$ cat src/logic/aq_config.svh
`ifndef AQ_CONFIG_SVH
`define AQ_CONFIG_SVH

// Bus widths
`define AQ_ADDR_W        32
`define AQ_DATA_W        32
`define AQ_BE_W          4

// On-chip RAM windows
`define AQ_WIN_COUNT     4
`define AQ_WIN_WORDS     256            // 1 KB per window
`define AQ_WIN_BASE      32'hFF00_0000  // Window 0
`define AQ_WIN_STRIDE    32'h0000_1000  // Only the first 1 KB of each stride is mapped

// Register block
`define AQ_REGS_BASE     32'hFF50_0000
`define AQ_REGS_BYTES    256

// Register word offsets as matched against addr[7:2]
`define AQ_REG_ESPCTRL   6'h00
`define AQ_REG_ESPDATA   6'h01
`define AQ_REG_VCTRL     6'h02
`define AQ_REG_VSCRX     6'h03
`define AQ_REG_VSCRY     6'h04
`define AQ_REG_VLINE     6'h05
`define AQ_REG_VIRQLINE  6'h06

`endif

$ cat src/logic/aq_pkg.sv
`default_nettype none

`include "aq_config.svh"

package aq_pkg;

    // Bus words
    typedef logic [`AQ_DATA_W-1:0] word_t;
    typedef logic [`AQ_ADDR_W-1:0] addr_t;
    typedef logic [`AQ_BE_W-1:0]   be_t;

    // Video control register from bit 7 down to bit 0
    typedef struct packed {
        logic       tram_page;
        logic       columns_80;
        logic       border_remap;
        logic       text_priority;
        logic       sprites_enable;
        logic [1:0] gfx_mode;
        logic       text_enable;
    } vctrl_t;

    // ESP control/status register layout
    localparam int ESP_RX_READY_BIT = 0;   // Set while RX FIFO holds data
    localparam int ESP_TX_FULL_BIT  = 1;
    localparam int ESP_FRAMING_BIT  = 3;   // Sticky until a 1 is written
    localparam int ESP_OVERFLOW_BIT = 4;   // Sticky until a 1 is written

endpackage

`default_nettype wire

$ cat src/logic/cpu_bus_if.sv
`timescale 1ns/1ps
`default_nettype none

// CPU request bundle. The response (rddata, wait) goes back
// through the read mux instead
interface cpu_bus_if (
    input logic clk
);

    aq_pkg::addr_t addr;
    aq_pkg::word_t wrdata;
    aq_pkg::be_t   bytesel;
    logic          wren;
    logic          strobe;   // Held high until the access completes

    modport master (
        input  clk,
        output addr,
        output wrdata,
        output bytesel,
        output wren,
        output strobe
    );

    modport target (
        input  clk,
        input  addr,
        input  wrdata,
        input  bytesel,
        input  wren,
        input  strobe
    );

endinterface

`default_nettype wire

$ cat src/logic/bus_decode.sv
`timescale 1ns/1ps
`default_nettype none

`include "aq_config.svh"

module bus_decode (
    cpu_bus_if.target                 bus,
    output logic [`AQ_WIN_COUNT-1:0] win_sel,
    output logic                     regs_sel
);

    // Address bits below these are offsets inside a region
    localparam int WIN_LSB = $clog2(`AQ_WIN_WORDS) + 2;
    localparam int REG_LSB = $clog2(`AQ_REGS_BYTES);

    localparam aq_pkg::addr_t REGS_BASE = `AQ_REGS_BASE;

    function automatic aq_pkg::addr_t win_base(input int n);
        aq_pkg::addr_t base;
        base = `AQ_WIN_BASE + aq_pkg::addr_t'(n) * `AQ_WIN_STRIDE;
        return base;
    endfunction

    // One compare per window; the rest of each 4 KB stride matches nothing
    always_comb begin
        for (int i = 0; i < `AQ_WIN_COUNT; i++) begin
            win_sel[i] = bus.strobe && ((bus.addr >> WIN_LSB) == (win_base(i) >> WIN_LSB));
        end
    end

    assign regs_sel = bus.strobe && ((bus.addr >> REG_LSB) == (REGS_BASE >> REG_LSB));

    ////////////////////////////////////////////////////////////////////////////
    // Checks
    ////////////////////////////////////////////////////////////////////////////

    // Regions never overlap
    a_sel_onehot0: assert property (@(posedge bus.clk) $onehot0({win_sel, regs_sel}))
        else $error("bus_decode: selects not zero-or-one-hot, addr=%h", bus.addr);

endmodule

`default_nettype wire

$ cat src/flat_wrapper.sv
// flat-port wrapper written by rule: the top's interface ports become plain ports
module bus_decode_flat 
  (win_sel, regs_sel, clk, bus_addr, bus_wrdata, bus_bytesel, bus_wren, bus_strobe);
  cpu_bus_if bus_i (.clk(clk));
  output logic [`AQ_WIN_COUNT-1:0] win_sel;
  output logic regs_sel;
  input wire logic clk;
  input wire logic [$bits(bus_i.addr)-1:0] bus_addr;
  input wire logic [$bits(bus_i.wrdata)-1:0] bus_wrdata;
  input wire logic [$bits(bus_i.bytesel)-1:0] bus_bytesel;
  input wire logic [$bits(bus_i.wren)-1:0] bus_wren;
  input wire logic [$bits(bus_i.strobe)-1:0] bus_strobe;
  assign bus_i.addr = bus_addr;
  assign bus_i.wrdata = bus_wrdata;
  assign bus_i.bytesel = bus_bytesel;
  assign bus_i.wren = bus_wren;
  assign bus_i.strobe = bus_strobe;
  bus_decode u_core (.bus(bus_i), .win_sel(win_sel), .regs_sel(regs_sel));
endmodule
$ cat config.mk
export PLATFORM = sky130hd
export DESIGN_NAME = bus_decode_flat
export DESIGN_NICKNAME = d
export VERILOG_FILES = /design/src/logic/aq_pkg.sv /design/src/logic/cpu_bus_if.sv /design/src/logic/bus_decode.sv /design/src/flat_wrapper.sv
export VERILOG_INCLUDE_DIRS = /design/src /design/src/logic
export SDC_FILE = /design/constraint.sdc
export NUM_CORES = 1
export LEC_CHECK = 0
export ABC_AREA = 1
export BUFFER_PORTS_ARGS = -buffer_cell sky130_fd_sc_hd__buf_2
export CAP_MARGIN = 20
export CORE_AREA = 2 2 39 41
export DETAILED_ROUTE_END_ITERATION = 8
export DIE_AREA = 0 0 41 43
export PLACE_DENSITY = 0.74
export SYNTH_ARGS = -nofsm -noshare
export SYNTH_HDL_FRONTEND = slang
export SYNTH_SLANG_ARGS = --single-unit
$ cat constraint.sdc
create_clock -name vclk -period 1.15
set_input_delay 0.115 -clock vclk [all_inputs]
set_output_delay 0.115 -clock vclk [all_outputs]
set_load 0.03 [all_outputs]
==> impl_results.md <==
* Clock Buffer Count at 0
* Register area at 0 µm²
* Share of cells above drive strength 1 at 0.4789
* DRC viols at 0
* Slew margin rel. at 0.8853
* Total Power at 0.00006846 W
* Post-DP Area at 341.6 µm²
* CP endpoint kind: output port
* Full die area at 1763 µm²
* Seq pwr share at 0
* Antenna violations before repair at 0
* First-pass GRT wire length at 807 µm
* Max-capacitance violation count at 0
* CTS resizes at 0
* Leak pwr at 0.1984 nW
* Vias in the first global route at 258
* Final setup fails at 0
* Minimum clock period at 1.014 ns
* Total track usage at 0.06094
* Hpwl dp at 599 µm
* Post-CTS Setup Inserts at 0
* FFs & Latches at 0
* Non-Filler Instances at 87
* Initial Utilization at 0.1239
* Sequential area share after synthesis at 0
* DR pass1 iterations at 4
* WHS Path Cells at 5
* Largest net degree at the start of global routing at 4
* ANT nets after route at 0
* Avg Inst Size Synth at 4.181 µm²
* Routability congestion estimate at 0.6858
* Max Transition Viols Final at 0
* PwrDens at 200.4 nW/µm²
* Worst slack, placed at 0.1261 ns
* Clk pwr share at 0
* IO Count at 76
* # diodes at 0
* Via density at 3.874
* Commonest non-fill, non-tap cell in the layout: buf_2
* Final WL at 633 µm
* Die Span Y at 43 µm
* DR WL/cell at 7.276 µm
* Overflow left after global routing at 0
* Yosys warns at 0
* Area Growth Syn to Fin at 99.27%
* Status: finished clean
* Period utilization at 0.8822
* Internal power at 0.00003977 W
* Hold Violations, Final at 0
* Max VDD drop at 60.46 µV
* Initial drt markers at 3
* Routed vias at 337
* Switch Pwr at 0.00002870 W
* Switch share at 0.4192
* Worst Path Max Fanout at 3
* Worst Hold End: win_sel[3]
* Distinct cells, synth at 8
* Core footprint at 1384 µm²
* Post-synth net total at 112
* Slack of the critical path at 0.1355 ns
* Post-route design area at 341.6 µm²
* CP Class: in2out
* Arrival @ worst endpoint at 0.90 ns
* # rows at 14
* Worst hold-check path type: in2out
* Most frequent cells in the layout: 30 x buf_2, 15 x nor2_1, 13 x nand2_1
* Buffers added on ports at 30
* Cts hold-fix bufs at 0
* Cells after Synth at 41
* Final nets at 144
* Setup TNS at 0 ns
* RSZ-0062 raised after global routing: no
* Worst Tran Pin Value at 0.1717 ns
* Gate power share at 1.000
* Die Wd at 41 µm
* Worst path required time at 1.03 ns
* CP Launch Type: input pin
* Cells after DPL at 87
* Mapped cell area at 171.4 µm²
* Max Fclk at 985.7 MHz
* HP Start: bus_addr[11]
## Yosys cell counts (all sizes together)
master	instances	area [µm²]
nor2	18	75.07
nor3b	1	7.510
nor3	1	5.000
nand3	2	10.01
inv	5	18.77
nand2	14	55.06
## worst max-delay path, cell delays in order
cell and delay (ns):
buf_2 0.10, nor2_1 0.13, nand2_2 0.08, nor2_1 0.10, nand2_1 0.09, nor2_1 0.09
buf_2 0.20
## kinds of logic (layout without fill, tap and decap cells)
kind of cell / count (synthesis) / in the layout / synth area share
and+or+nand+nor: 36 / 36 / 0.8905
buffers and inverters: 5 / 35 / 0.1095
## area by class of cell
class | instances | area [µm²]
Inverter | 5 | 18.77
Fill cell | 157 | 1042
Tap cell | 16 | 20.02
Multi-Input combinational cell | 36 | 152.6
Timing Repair Buffer | 30 | 150.1
## worst max path at each step
stage / from / slack [ns] / endpoint
global placement: bus_addr[21] / 0.16 / win_sel[2]
floorplan: bus_addr[21] / 0.18 / win_sel[0]
CTS: bus_addr[21] / 0.13 / win_sel[0]
finish: bus_addr[17] / 0.14 / win_sel[0]
detailed placement: bus_addr[21] / 0.13 / win_sel[0]
global route: bus_addr[21] / 0.03 / win_sel[0]
## power groups by stage
| stage | logic [W] | clock network [W] | registers, W |
|---|---|---|---|
| floorplan | 0.0000219 | 0 | 0 |
| global placement | 0.0000662 | 0 | 0 |
| detailed placement | 0.0000691 | 0 | 0 |
| CTS | 0.0000694 | 0 | 0 |
| global route | 0.0000790 | 0 | 0 |
| finish | 0.0000685 | 0 | 0 |
## routing by layer
metal | GRT usage | up-vias | part of all wire
met1 | 0.06013 | 133 | 0.38
li1 | - | 182 | -
met5 | 0 | - | 0
met2 | 0.1313 | 22 | 0.47
met3 | 0 | 0 | 0.15
met4 | 0 | 0 | 0
## per-stage QoR
step | hold WS [ns] | util
2_1_floorplan | 0.4583 | -
3_3_place_gp | 0.6473 | 0.2468
3_5_place_dp | 0.6521 | 0.2468
4_1_cts | 0.6552 | 0.2468
5_1_grt | 0.6834 | 0.2468
6_report | 0.6459 | 0.2468
No activity file was read; power rests on OpenSTA's default activity.
