--- config.mk ---
export PLATFORM = sky130hd
export DESIGN_NAME = bus_rdata_mux
export DESIGN_NICKNAME = d
export VERILOG_FILES = /design/src/logic/aq_pkg.sv /design/src/logic/bus_rdata_mux.sv
export VERILOG_INCLUDE_DIRS = /design/src /design/src/logic
export SDC_FILE = /design/constraint.sdc
export NUM_CORES = 1
export LEC_CHECK = 0
export ABC_CLOCK_PERIOD_IN_PS = 900
export BUFFER_PORTS_ARGS = -buffer_cell sky130_fd_sc_hd__buf_2
export CORE_AREA = 3 3 77 79
export DETAILED_ROUTE_END_ITERATION = 8
export DIE_AREA = 0 0 80 82
export GPL_TIMING_DRIVEN = 0
export PLACE_DENSITY = 0.68
export SLEW_MARGIN = 10
export SYNTH_ARGS = -nofsm -noshare
export SYNTH_HDL_FRONTEND = slang
export SYNTH_SLANG_ARGS = --single-unit
--- constraint.sdc ---
create_clock -name vclk -period 0.9
set_input_delay 0.09 -clock vclk [all_inputs]
set_output_delay 0.09 -clock vclk [all_outputs]
set_load 0.01 [all_outputs]
--- src/logic/aq_config.svh ---
`ifndef AQ_CONFIG_SVH
`define AQ_CONFIG_SVH

// Bus widths
`define AQ_ADDR_W        32
`define AQ_DATA_W        32
`define AQ_BE_W          4

// On-chip RAM windows
`define AQ_WIN_COUNT     4
`define AQ_WIN_WORDS     256            // 1 KB per window
`define AQ_WIN_BASE      32'hFF00_0000  // Window 0
`define AQ_WIN_STRIDE    32'h0000_1000  // Only the first 1 KB of each stride is mapped

// Register block
`define AQ_REGS_BASE     32'hFF50_0000
`define AQ_REGS_BYTES    256

// Register word offsets as matched against addr[7:2]
`define AQ_REG_ESPCTRL   6'h00
`define AQ_REG_ESPDATA   6'h01
`define AQ_REG_VCTRL     6'h02
`define AQ_REG_VSCRX     6'h03
`define AQ_REG_VSCRY     6'h04
`define AQ_REG_VLINE     6'h05
`define AQ_REG_VIRQLINE  6'h06

`endif

--- src/logic/aq_pkg.sv ---
`default_nettype none

`include "aq_config.svh"

package aq_pkg;

    // Bus words
    typedef logic [`AQ_DATA_W-1:0] word_t;
    typedef logic [`AQ_ADDR_W-1:0] addr_t;
    typedef logic [`AQ_BE_W-1:0]   be_t;

    // Video control register from bit 7 down to bit 0
    typedef struct packed {
        logic       tram_page;
        logic       columns_80;
        logic       border_remap;
        logic       text_priority;
        logic       sprites_enable;
        logic [1:0] gfx_mode;
        logic       text_enable;
    } vctrl_t;

    // ESP control/status register layout
    localparam int ESP_RX_READY_BIT = 0;   // Set while RX FIFO holds data
    localparam int ESP_TX_FULL_BIT  = 1;
    localparam int ESP_FRAMING_BIT  = 3;   // Sticky until a 1 is written
    localparam int ESP_OVERFLOW_BIT = 4;   // Sticky until a 1 is written

endpackage

`default_nettype wire

--- src/logic/bus_rdata_mux.sv ---
`timescale 1ns/1ps
`default_nettype none

`include "aq_config.svh"

module bus_rdata_mux (
    input  logic [`AQ_WIN_COUNT-1:0]                win_sel,
    input  logic                                    regs_sel,
    input  aq_pkg::word_t [`AQ_WIN_COUNT-1:0]       win_rddata,
    input  logic [`AQ_WIN_COUNT-1:0]                win_wait,
    input  aq_pkg::word_t                           regs_rddata,
    output aq_pkg::word_t                           bus_rddata,
    output logic                                    bus_wait
);

    // Selects are zero-or-one-hot, so an AND-OR tree is enough.
    // Unmapped addresses fall out as zero data and no wait
    always_comb begin
        bus_rddata = '0;
        bus_wait   = 1'b0;

        for (int i = 0; i < `AQ_WIN_COUNT; i++) begin
            if (win_sel[i]) begin
                bus_rddata = bus_rddata | win_rddata[i];
                bus_wait   = bus_wait | win_wait[i];
            end
        end

        if (regs_sel) begin
            bus_rddata = bus_rddata | regs_rddata;   // Registers never wait
        end
    end

endmodule

`default_nettype wire

==> impl_metrics.ini, run 1 <==
[drt]
antenna_left = 0
first_pass_iters = 8
drt_iter0_drc = 189
viasPerCell = 5.09
vias = 2014
drt_wl_total_mm = 6.16
wire_per_inst_um = 15.6
drc = 0

[yosys]
synth_nets = 287
yosys-top-cells-count = a22oi_1 (34), nand2_1 (33), a222oi_1 (32)
synth.mux.area_fraction_pct = 0
synth_area_sq_um = 838
yosysSeqAreaShare_pct = 0
synth_cell_types = 6
synth_top_family_by_area = compound AO/OA/AOI/OAI gates
synth_compound_area_share_pct = 68.7
yosys_warnings = 0
synth_fa_ha_area_share_pct = 0
yosys.area.top_type_share_pct = 38.2
synth_top_cell_by_area = a222oi_1
yosysMostFrequentCell = a22oi_1
syn_avg_cell_area_sq_um = 7.10
synth-simple-area-share_pct = 14.8
synth_area_leaders = a222oi_1 (38%), a22oi_1 (30%), nand2_1 (15%), buf_6 (11%), buf_2 (3.6%)
synth_xor_area_share_pct = 0
synthCells = 118

[critical_path]
crit_arrival_ps = 960
critPathMaxStageDelay_ps = 390
crit_chain = buf_12, buf_8, a222oi_1, nand2_1, buf_2
critPathMaxFanout = 6
cp-start-kind = input pin
crit_type = input pin to output port
critical_path.slowest_cell = a222oi_1
worstPathRequired_ps = 810
end_kind = output port

[placement]
postPlaceCellArea_sq_um = 1920
io_buffers = 198
gp_congestion = 0.804
place_hpwl_mm = 4.92

[layout]
area_growth_pct = 157
regArea_sq_um = 0
clockBufferCount = 0
final_nets = 495
fin_util_pct = 39.9
final_cell_area_sq_um = 2160
antennaDiodeCount = 0
drive_gt1_share_pct = 70.4
final.fill_count = 575
design.seq.count = 0

[global_route]
grt_usage_pct = 15.5
overflow = 0
grt_pass1_wl_mm = 8.22
grt_max_degree = 11
antenna_found_initial = 0
grt_pass1_vias = 1728

[power_and_ir_drop]
sequentialPowerShare_pct = 0
combPwrFrac_pct = 100.0
p_switching_mw = 0.468
vdd_ir_drop_max_mv = 0.270
p_int_mw = 0.631
powerDensity_nw_per_um2 = 509
p_leak_nw = 1.17
clockPowerShare_pct = 0
p_total_mw = 1.10
swShare_pct = 42.6

[floorplanning]
fp.dieArea_sq_um = 6560
die_y_um = 82
initial_core_util_pct = 15.5
ios = 202
num_rows = 27
core_sq_um = 5410
die_w_um = 80

[timing]
rsz0062_at_grt = yes
worst_pin_slew_ps = 376
maxSlewViolCount = 0
finalSetupViolCount = 33
relSlewSlack_pct = 74.9
whs_ps = 472
final.min_clock_period_ps = 1050
min_period_over_period_pct = 117
fmax_ghz = 0.953
fin_tns_setup_ps = -2440
hold_viol = 0
setup_slack_ps = -149

[outcome]
violations = negative setup slack
status = finished, violations left

[run]
drv_cap = 0

[hold_path]
hold_depth = 4
hold_path_class = input pin to output port

[clock_tree]
cts_hold_repair.buffers = 0
## final timing paths
| kind | start | end | slack, ps |
|---|---|---|---|
| max | win_sel[0] | bus_rddata[11] | -150 |
| min | win_rddata[112] | bus_rddata[16] | 470 |
## per-stage QoR
| stage | instances | worst slack, ps |
|---|---|---|
| after floorplan | 118 | 65.1 |
| after global placement | 388 | -326 |
| after detailed placement | 388 | -364 |
| after CTS | 392 | -165 |
| after global routing | 396 | -211 |
| final | 396 | -149 |
## final cells by class
| class | count | area [sq um] | area share (%) |
|---|---|---|---|
| Timing Repair Buffer | 206 | 1120 | 51.7 |
| Buffer | 19 | 238 | 11.0 |
| Tap cell | 72 | 90.1 | 4.17 |
| Multi-Input combinational cell | 99 | 714 | 33.1 |
## critical path, delay by kind of cell
kind	cells	cell delay (ps)
AOI/OAI and AO/OA	1	390
buffers and inverters	3	380
and+or+nand+nor	1	90
## kinds of logic (layout without fill, tap and decap cells)
family	Yosys count	in the layout
compound gates	66	66
simple gates	33	33
buf+inv	19	225
## repair_timing
action / in CTS / in global routing
endpoints found under the setup margin: 31 / 32
resized for setup: 22 / 20
buffers inserted: 2 / 2
hold endpoints to repair: 0 / 0
pin swaps: 27 / 35
gates cloned: 2 / 2
## layout by cell type, fill, tap and decap left out, types with 2 or more instances in the layout
| cell | count |
|---|---|
| clkbuf_2 | 2 |
| a22oi_1 | 31 |
| buf_8 | 4 |
| buf_12 | 3 |
| a222oi_1 | 32 |
| buf_2 | 197 |
| buf_6 | 9 |
| clkbuf_16 | 2 |
| a22oi_2 | 3 |
| nand2_1 | 33 |
| buf_4 | 6 |
## power by group through the flow
stage          clock network, mW  registers, mW  logic [mW]
2_1_floorplan                  0              0       0.424
3_3_place_gp                   0              0       0.958
3_5_place_dp                   0              0       0.975
4_1_cts                        0              0        1.04
5_1_grt                        0              0        1.20
6_report                       0              0        1.10
## layer usage
layer  track usage (%)  vias up  routed length [um]
li1                  -      946                   -
met1              19.7      925                2350
met2              29.9      143                3210
met3              1.32        0                 602
met4                 0        0                   0
met5                 0        -                   0
No activity file was read; power rests on OpenSTA's default activity.
==> run 2: changes to the inputs <==
--- a/config.mk
+++ b/config.mk
@@ -6,13 +6,14 @@
 export SDC_FILE = /design/constraint.sdc
 export NUM_CORES = 1
 export LEC_CHECK = 0
-export ABC_CLOCK_PERIOD_IN_PS = 900
+export ABC_CLOCK_PERIOD_IN_PS = 1200
 export BUFFER_PORTS_ARGS = -buffer_cell sky130_fd_sc_hd__buf_2
 export CORE_AREA = 3 3 77 79
 export DETAILED_ROUTE_END_ITERATION = 8
 export DIE_AREA = 0 0 80 82
 export GPL_TIMING_DRIVEN = 0
 export PLACE_DENSITY = 0.68
+export REMOVE_ABC_BUFFERS = 1
 export SLEW_MARGIN = 10
 export SYNTH_ARGS = -nofsm -noshare
 export SYNTH_HDL_FRONTEND = slang
==> constraint.sdc (replaced) <==
create_clock -name vclk -period 1.2
set_input_delay 0.12 -clock vclk [all_inputs]
set_output_delay 0.12 -clock vclk [all_outputs]
set_load 0.01 [all_outputs]
==> run 2 against run 1 <==
Net effect:
- the flow now finishes without violations
- design area fell by 16%
- combinational power fell by 38%
- wire length fell by 9.2%
- die area did not move
- via count fell by 5.5%
- worst setup slack improved by 220 ps
- utilization fell by 6.4 points
- critical path depth fell by 1
- critical path type unchanged
- largest power group unchanged
==> impl_metrics.ini, run 2 (synthesis results as in run 1) <==
[outcome]
status = finished clean

[timing]
finalSetupViolCount = 0
rsz0062_at_grt = no
worst_pin_slew_ps = 398
fmax_ghz = 0.883
setup_slack_ps = 67.7
hold_viol = 0
relSlewSlack_pct = 73.5
final.min_clock_period_ps = 1130
maxSlewViolCount = 0
min_period_over_period_pct = 94.4

[layout]
antennaDiodeCount = 0
final_common_cell = buf_2
final_cell_mix = buf_2 (197), a22oi_1 (34), nand2_1 (33)
final_nets = 472
area_growth_pct = 116
design.seq.count = 0
clockBufferCount = 0
final_cell_area_sq_um = 1810
drive_gt1_share_pct = 67.1
regArea_sq_um = 0
layout.cells.non_filler = 373

[global_route]
grt_max_degree = 34
overflow = 0
grt_pass1_vias = 1539
grt_pass1_wl_mm = 7.48
use_met3_pct = 1.43
busiest_layer = met2
use_met2_pct = 26.4
grt_usage_pct = 13.7
antenna_found_initial = 0
grtUsageMet1_pct = 17.2

[placement]
io_buffers = 202
dpl_worst_slack_ps = -37.8
gp_congestion = 0.780
dpl.cell_count = 373
place_hpwl_mm = 4.33
postPlaceCellArea_sq_um = 1800

[critical_path]
crit_type = input pin to output port
critPathMaxFanout = 33
cp-start-kind = input pin
worstPathRequired_ps = 1080
end_kind = output port
crit_arrival_ps = 1010

[floorplanning]
core_sq_um = 5410
ios = 202
fp.dieArea_sq_um = 6560
initial_core_util_pct = 15.5
num_rows = 27
die_y_um = 82
die_w_um = 80

[hold_path]
hold_path_end = bus_rddata[0]
min-delay-start = regs_rddata[0]
hold_depth = 4
hold_path_class = input pin to output port

[drt]
first_pass_iters = 7
drc = 0
vias = 1903
viasPerCell = 5.10
drt_wl_total_mm = 5.59
wire_per_inst_um = 15.0
drt_iter0_drc = 180
antenna_left = 0

[run]
drv_cap = 0

[power_and_ir_drop]
p_leak_nw = 1.00
p_total_mw = 0.687
vdd_ir_drop_max_mv = 0.192
powerDensity_nw_per_um2 = 379

[clock_tree]
cts_hold_repair.buffers = 0
==> run 2: final cells by class <==
| cell class | instances | area, sq um |
|---|---|---|
| Fill cell | 599 | 3590 |
| Timing Repair Buffer | 202 | 1020 |
| Multi-Input combinational cell | 99 | 699 |
| Tap cell | 72 | 90.1 |
==> run 2: power breakdown <==
| part | leakage, nW | switching [mW] | internal (mW) |
|---|---|---|---|
| registers | 0 | 0 | 0 |
| clock network | 0 | 0 | 0 |
| logic | 1.00 | 0.317 | 0.370 |
| total | 1.00 | 0.317 | 0.370 |
==> run 2: worst max path at each step <==
| stage | startpoint | to | cells after the start |
|---|---|---|---|
| floorplan | win_rddata[0] | bus_rddata[0] | 2 |
| global placement | win_sel[2] | bus_wait | 4 |
| detailed placement | win_sel[0] | bus_rddata[29] | 4 |
| CTS | win_sel[3] | bus_wait | 4 |
| global route | win_sel[0] | bus_rddata[12] | 4 |
| finish | win_sel[0] | bus_rddata[29] | 4 |
==> run 2: per-layer routing <==
layer  vias up  wire length, um
li1        897                -
met2       153             2840
met1       849             2060
met4         0               21
met5         -                0
met3         4              677
==> run 2: metrics by stage <==
stage          hold WS (ps)  utilization, %  TNS, ps
6_report                535            33.5        0
5_1_grt                 554            33.5        0
4_1_cts                 537            33.4        0
3_5_place_dp            531            33.3     -105
3_3_place_gp            531            33.3    -33.7
2_1_floorplan           376               -        0
==> run 2: worst max-delay path, stage by stage <==
cell and delay (ps):
buf_4 230, a222oi_1 420, nand2_1 90, buf_2 150
==> run 2: what timing repair did <==
action / in CTS / in global routing
pin swaps: 1 / 1
resized for setup: 3 / 3
setup endpoints to repair: 6 / 26
buffers inserted: 0 / 0
