--- src/logic/aq_config.svh ---
`ifndef AQ_CONFIG_SVH
`define AQ_CONFIG_SVH

// Bus widths
`define AQ_ADDR_W        32
`define AQ_DATA_W        32
`define AQ_BE_W          4

// On-chip RAM windows
`define AQ_WIN_COUNT     4
`define AQ_WIN_WORDS     256            // 1 KB per window
`define AQ_WIN_BASE      32'hFF00_0000  // Window 0
`define AQ_WIN_STRIDE    32'h0000_1000  // Only the first 1 KB of each stride is mapped

// Register block
`define AQ_REGS_BASE     32'hFF50_0000
`define AQ_REGS_BYTES    256

// Register word offsets as matched against addr[7:2]
`define AQ_REG_ESPCTRL   6'h00
`define AQ_REG_ESPDATA   6'h01
`define AQ_REG_VCTRL     6'h02
`define AQ_REG_VSCRX     6'h03
`define AQ_REG_VSCRY     6'h04
`define AQ_REG_VLINE     6'h05
`define AQ_REG_VIRQLINE  6'h06

`endif

--- src/logic/aq_pkg.sv ---
`default_nettype none

`include "aq_config.svh"

package aq_pkg;

    // Bus words
    typedef logic [`AQ_DATA_W-1:0] word_t;
    typedef logic [`AQ_ADDR_W-1:0] addr_t;
    typedef logic [`AQ_BE_W-1:0]   be_t;

    // Video control register from bit 7 down to bit 0
    typedef struct packed {
        logic       tram_page;
        logic       columns_80;
        logic       border_remap;
        logic       text_priority;
        logic       sprites_enable;
        logic [1:0] gfx_mode;
        logic       text_enable;
    } vctrl_t;

    // ESP control/status register layout
    localparam int ESP_RX_READY_BIT = 0;   // Set while RX FIFO holds data
    localparam int ESP_TX_FULL_BIT  = 1;
    localparam int ESP_FRAMING_BIT  = 3;   // Sticky until a 1 is written
    localparam int ESP_OVERFLOW_BIT = 4;   // Sticky until a 1 is written

endpackage

`default_nettype wire

--- src/logic/cpu_bus_if.sv ---
`timescale 1ns/1ps
`default_nettype none

// CPU request bundle. The response (rddata, wait) goes back
// through the read mux instead
interface cpu_bus_if (
    input logic clk
);

    aq_pkg::addr_t addr;
    aq_pkg::word_t wrdata;
    aq_pkg::be_t   bytesel;
    logic          wren;
    logic          strobe;   // Held high until the access completes

    modport master (
        input  clk,
        output addr,
        output wrdata,
        output bytesel,
        output wren,
        output strobe
    );

    modport target (
        input  clk,
        input  addr,
        input  wrdata,
        input  bytesel,
        input  wren,
        input  strobe
    );

endinterface

`default_nettype wire

--- src/logic/sys_regs.sv ---
`timescale 1ns/1ps
`default_nettype none

`include "aq_config.svh"

module sys_regs (
    input  logic           clk,
    input  logic           reset,
    cpu_bus_if.target      bus,
    input  logic           sel,
    output aq_pkg::word_t  rddata,

    // ESP UART FIFOs
    output logic [8:0]     esp_tx_data,
    output logic           esp_tx_wr,
    input  logic           esp_tx_full,
    input  logic [8:0]     esp_rx_data,
    output logic           esp_rx_rd,
    input  logic           esp_rx_empty,
    input  logic           esp_rx_overflow,
    input  logic           esp_rx_framing_error,

    // Video
    output aq_pkg::vctrl_t video_ctrl,
    output logic [8:0]     video_scroll_x,
    output logic [7:0]     video_scroll_y,
    output logic [7:0]     video_irq_line,
    input  logic [7:0]     video_line
);

    logic [5:0]    reg_idx;
    logic          reg_wr;
    logic          wr_espctrl;
    logic          overflow_q;
    logic          framing_q;
    aq_pkg::word_t status;

    assign reg_idx    = bus.addr[7:2];
    assign reg_wr     = sel && bus.wren;
    assign wr_espctrl = reg_wr && (reg_idx == `AQ_REG_ESPCTRL);

    ////////////////////////////////////////////////////////////////////////////
    // ESP FIFO strobes
    ////////////////////////////////////////////////////////////////////////////

    assign esp_tx_data = bus.wrdata[8:0];
    assign esp_tx_wr   = reg_wr && (reg_idx == `AQ_REG_ESPDATA);   // No check on full
    assign esp_rx_rd   = sel && !bus.wren && (reg_idx == `AQ_REG_ESPDATA);

    always_comb begin
        status = '0;
        status[aq_pkg::ESP_RX_READY_BIT] = !esp_rx_empty;
        status[aq_pkg::ESP_TX_FULL_BIT]  = esp_tx_full;
        status[aq_pkg::ESP_FRAMING_BIT]  = framing_q;
        status[aq_pkg::ESP_OVERFLOW_BIT] = overflow_q;
    end

    ////////////////////////////////////////////////////////////////////////////
    // Register writes
    ////////////////////////////////////////////////////////////////////////////

    always_ff @(posedge clk or posedge reset) begin
        if (reset) begin
            overflow_q     <= 1'b0;
            framing_q      <= 1'b0;
            video_ctrl     <= '0;
            video_scroll_x <= '0;
            video_scroll_y <= '0;
            video_irq_line <= '0;
        end else begin
            // A new error beats a clear in the same cycle
            if (esp_rx_overflow) begin
                overflow_q <= 1'b1;
            end else if (wr_espctrl && bus.wrdata[aq_pkg::ESP_OVERFLOW_BIT]) begin
                overflow_q <= 1'b0;
            end
            if (esp_rx_framing_error) begin
                framing_q <= 1'b1;
            end else if (wr_espctrl && bus.wrdata[aq_pkg::ESP_FRAMING_BIT]) begin
                framing_q <= 1'b0;
            end

            if (reg_wr) begin
                case (reg_idx)
                    `AQ_REG_VCTRL:    video_ctrl     <= aq_pkg::vctrl_t'(bus.wrdata[7:0]);
                    `AQ_REG_VSCRX:    video_scroll_x <= bus.wrdata[8:0];
                    `AQ_REG_VSCRY:    video_scroll_y <= bus.wrdata[7:0];
                    `AQ_REG_VIRQLINE: video_irq_line <= bus.wrdata[7:0];
                    default: ;   // ESP and vline have no storage here
                endcase
            end
        end
    end

    // Unused high bits and offsets read as zero
    always_comb begin
        rddata = '0;
        case (reg_idx)
            `AQ_REG_ESPCTRL:  rddata      = status;
            `AQ_REG_ESPDATA:  rddata[8:0] = esp_rx_data;
            `AQ_REG_VCTRL:    rddata[7:0] = video_ctrl;
            `AQ_REG_VSCRX:    rddata[8:0] = video_scroll_x;
            `AQ_REG_VSCRY:    rddata[7:0] = video_scroll_y;
            `AQ_REG_VLINE:    rddata[7:0] = video_line;     // Live counter value
            `AQ_REG_VIRQLINE: rddata[7:0] = video_irq_line;
            default:          rddata      = '0;
        endcase
    end

    // Checks
    a_fifo_strobes_excl: assert property (@(posedge clk) disable iff (reset)
        !(esp_tx_wr && esp_rx_rd))
        else $error("sys_regs: esp_tx_wr and esp_rx_rd together");

endmodule

`default_nettype wire

--- src/flat_wrapper.sv ---
// flat-port wrapper written by rule: the top's interface ports become plain ports
module sys_regs_flat 
  (clk, reset, sel, rddata, esp_tx_data, esp_tx_wr, esp_tx_full, esp_rx_data, esp_rx_rd, esp_rx_empty, esp_rx_overflow, esp_rx_framing_error, video_ctrl, video_scroll_x, video_scroll_y, video_irq_line, video_line, bus_addr, bus_wrdata, bus_bytesel, bus_wren, bus_strobe);
  cpu_bus_if bus_i (.clk(clk));
  input  logic clk;
  input  logic reset;
  input  logic sel;
  output aq_pkg::word_t rddata;
  output logic [8:0] esp_tx_data;
  output logic esp_tx_wr;
  input  logic esp_tx_full;
  input  logic [8:0] esp_rx_data;
  output logic esp_rx_rd;
  input  logic esp_rx_empty;
  input  logic esp_rx_overflow;
  input  logic esp_rx_framing_error;
  output aq_pkg::vctrl_t video_ctrl;
  output logic [8:0] video_scroll_x;
  output logic [7:0] video_scroll_y;
  output logic [7:0] video_irq_line;
  input  logic [7:0] video_line;
  input wire logic [$bits(bus_i.addr)-1:0] bus_addr;
  input wire logic [$bits(bus_i.wrdata)-1:0] bus_wrdata;
  input wire logic [$bits(bus_i.bytesel)-1:0] bus_bytesel;
  input wire logic [$bits(bus_i.wren)-1:0] bus_wren;
  input wire logic [$bits(bus_i.strobe)-1:0] bus_strobe;
  assign bus_i.addr = bus_addr;
  assign bus_i.wrdata = bus_wrdata;
  assign bus_i.bytesel = bus_bytesel;
  assign bus_i.wren = bus_wren;
  assign bus_i.strobe = bus_strobe;
  sys_regs u_core (.clk(clk), .reset(reset), .bus(bus_i), .sel(sel), .rddata(rddata), .esp_tx_data(esp_tx_data), .esp_tx_wr(esp_tx_wr), .esp_tx_full(esp_tx_full), .esp_rx_data(esp_rx_data), .esp_rx_rd(esp_rx_rd), .esp_rx_empty(esp_rx_empty), .esp_rx_overflow(esp_rx_overflow), .esp_rx_framing_error(esp_rx_framing_error), .video_ctrl(video_ctrl), .video_scroll_x(video_scroll_x), .video_scroll_y(video_scroll_y), .video_irq_line(video_irq_line), .video_line(video_line));
endmodule
--- config.mk ---
export PLATFORM = sky130hd
export DESIGN_NAME = sys_regs_flat
export DESIGN_NICKNAME = d
export VERILOG_FILES = /design/src/logic/aq_pkg.sv /design/src/logic/cpu_bus_if.sv /design/src/logic/sys_regs.sv /design/src/flat_wrapper.sv
export VERILOG_INCLUDE_DIRS = /design/src /design/src/logic
export SDC_FILE = /design/constraint.sdc
export NUM_CORES = 1
export LEC_CHECK = 0
export BUFFER_PORTS_ARGS = -buffer_cell sky130_fd_sc_hd__buf_2
export CORE_AREA = 2 2 66 99
export CTS_BUF_LIST = sky130_fd_sc_hd__clkbuf_8
export DETAILED_ROUTE_END_ITERATION = 6
export DIE_AREA = 0 0 68 101
export GPL_ROUTABILITY_DRIVEN = 0
export PLACE_DENSITY = 0.77
export SYNTH_ARGS = -nofsm -noshare
export SYNTH_HDL_FRONTEND = slang
export SYNTH_SLANG_ARGS = --single-unit
export TNS_END_PERCENT = 1
--- constraint.sdc ---
create_clock -name clk -period 1.7 [get_ports clk]
set_input_delay 0.34 -clock clk [delete_from_list [all_inputs] [get_ports clk]]
set_output_delay 0.34 -clock clk [all_outputs]
set_load 0.01 [all_outputs]
==> impl_metrics.py <==
metrics = {
    "finish": {
        "final_cells": 376,
        "drive_gt1_share_pct": 64.9,
        "finish.utilization_pct": 49.2,
        "nets": 395,
        "n_antenna_cell": 0,
        "stdcell_area_mm2": 0.00297,
        "final_common_cell": "buf_2",
        "area_growth_pct": 39.3,
        "final_cell_mix": "89 x buf_2, 37 x mux2_2, 35 x dfrtp_1",
    },
    "logic_synthesis": {
        "yosysTopAreaCell": "dfrtp_1",
        "synth_warnings": 0,
        "syn_avg_cell_area_um2": 11.7,
        "syn_area_mm2": 0.00213,
        "seq_area_frac_synth_pct": 41.0,
        "synth.top_cell.area_share_pct": 41.0,
        "synthTopCellsByArea": "dfrtp_1 41%, mux2_2 22%, buf_4 11%",
        "ys_types": 32,
        "postSynthCellCount": 183,
        "ys_ff_latch": 35,
    },
    "route": {
        "drc": 0,
        "wl_per_cell_um": 15.4,
        "avgViaCountPerCell": 4.65,
        "drt_iter0_drc": 36,
        "ant_nets": 0,
        "first_pass_iters": 4,
        "drt-total-wl_um": 5770,
        "vias": 1750,
    },
    "timing": {
        "drv_slew": 0,
        "fin_ws_ps": -146,
        "finalClockSkew_ps": 0,
        "finalCritPeriodShare_pct": 109,
        "rsz0062_at_grt": "yes",
        "layout_min_cycle_time_ps": 1850,
        "setup_viol": 12,
        "max_freq_mhz": 542,
        "hold_viol_final": 0,
    },
    "global_route": {
        "grt-ovfl-total": 0,
        "grt_max_degree": 36,
        "grt_pass1_wl_um": 8790,
        "grt_antenna_before_repair": 0,
        "track_usage_pct": 17.5,
        "grt_pass1_vias": 1738,
    },
    "cts": {
        "root_buffer": "clkbuf_8",
        "htreeDepth": 2,
        "holdBufCountCts": 0,
        "clockBufferDepth": 2,
        "cts.sink_count": 35,
        "cts_buffers": 5,
        "clock_latency_ps": 280,
        "clkTransAtPathRegs_ps": 60,
        "cts_tree": "built",
    },
    "setup_path": {
        "cp.required_ps": 1360,
        "path_max_fanout": 3,
        "critPathKind": "in2out",
        "cp_top_family": "simple AND/OR/NAND/NOR gates",
        "cp_num_buf_inv": 3,
        "cp_cell_sequence": "buf_6 > or3_4 > nor3b_4 > buf_6 > a22oi_2 > o21ai_1 > buf_2",
        "cp_slowest_cell": "or3_4",
        "cp_slowest_stage_delay_ps": 400,
        "rrSetupSlack_ps": 910,
        "start_kind": "primary input",
        "reg2reg_from": "u_core.video_irq_line[3]",
        "cp_common_cell": "buf_6",
        "end_kind": "output pin",
        "r2r-end": "u_core.video_irq_line[3]",
        "rr_worst_depth": 1,
        "arrival_ps": 1510,
        "path_depth": 7,
    },
    "floorplanning": {
        "fp.dieH_um": 101,
        "dieArea_mm2": 0.00687,
        "row_count": 35,
        "coreArea_mm2": 0.00604,
        "initial_utilization_pct": 35.3,
        "die_width_um": 68,
        "io-pin-count": 170,
    },
    "run_status": {
        "status": "complete, but fails checks",
        "violations": "setup timing",
    },
    "power_and_ir_drop": {
        "p_total_mw": 2.06,
        "ir_drop_mv": 0.366,
        "power_density_mw_per_mm2": 694,
        "leakage_nw": 1.63,
    },
    "placement": {
        "dp_cells": 366,
        "dpl_cell_area_mm2": 0.00277,
        "port_buffers": 92,
        "hpwlAfterDp_um": 4570,
    },
    "run": {
        "cap_violations": 0,
    },
    "worst_hold_path": {
        "min_path_type": "in2async",
    },
}
-- cell families after synthesis --
| family | Yosys count | synth area share (%) |
|---|---|---|
| AOI/OAI and AO/OA | 18 | 6.10 |
| buffers and inverters | 41 | 13.0 |
| DFF | 35 | 41.0 |
| muxes | 53 | 29.1 |
| other | 1 | 0.176 |
| and+or+nand+nor | 35 | 10.6 |
-- stage by stage --
| stage | setup TNS, ps | setup slack [ps] | hold WS, ps |
|---|---|---|---|
| final | -848 | -146 | 149 |
| after global routing | -1790 | -205 | 201 |
| after CTS | -896 | -161 | 161 |
| after detailed placement | -9070 | -337 | 468 |
| after global placement | -7630 | -291 | 454 |
| after floorplan | -5110 | -223 | 432 |
-- flip-flops by register name, indices dropped and copies added (netlist names) --
register	flops
u_core.video_scroll_y	8
u_core.video_irq_line	8
u_core.framing_q	1
u_core.video_scroll_x	9
u_core.overflow_q	1
u_core.video_ctrl	8
-- worst max path at each step --
stage,start,end,slack (ps)
2_1_floorplan,bus_addr[7],u_core.video_scroll_y[0],-220
3_5_place_dp,bus_addr[7],u_core.video_scroll_y[7],-340
5_1_grt,bus_addr[6],rddata[5],-200
3_3_place_gp,bus_addr[7],u_core.video_scroll_y[5],-290
4_1_cts,bus_addr[6],rddata[5],-160
6_report,bus_addr[6],rddata[5],-150
-- metal layers --
metal	track usage [%]	vias up	part of all wire [%]
met2	29.4	80	50
met5	0	-	0
li1	-	833	-
met3	4.02	6	6.6
met4	4.62	0	1.1
met1	22.2	831	42
-- power breakdown --
part | internal [mW] | total, mW | switching, mW
combinational | 0.240 | 0.472 | 0.232
sequential | 0.898 | 0.945 | 0.0479
clock | 0.364 | 0.647 | 0.284
total | 1.50 | 2.06 | 0.563
-- synth_stat cells --
cell and instances:
nor3_1 4, mux4_2 3, buf_2 3, a22o_1 1, or3_1 1, inv_1 2, o21ai_0 4, nor4_2 1
mux2_2 42, nand2_1 9, a22oi_1 3, conb_1 1, a21o_1 2, a221oi_1 1, nand3_1 1, nor3b_4 3
buf_1 1, nor3b_1 1, nor2_2 1, clkbuf_1 3, and3_1 1, nor2b_1 2, mux2i_1 8, nor2_1 6
a21oi_1 3, nor4b_1 1, dfrtp_1 35, buf_4 32, nand4_1 1, and4b_1 1, nand2b_1 2, o211a_1 4
-- area by class of cell --
| cell class | count | area, um^2 |
|---|---|---|
| clock inverters | 1 | 3.75 |
| fillers | 573 | 3070 |
| flip-flops and latches | 35 | 876 |
| well taps | 74 | 92.6 |
| multi-input cells | 129 | 1130 |
| repair buffers | 128 | 769 |
| inverters | 2 | 7.51 |
| clock buffers | 7 | 96.3 |
-- timing repair --
action | CTS | global route
gates resized for setup | 21 | 5
setup endpoints to repair | 14 | 30
setup buffers | 2 | 0
pin swaps | 3 | 1
No activity file was read; power rests on OpenSTA's default activity.
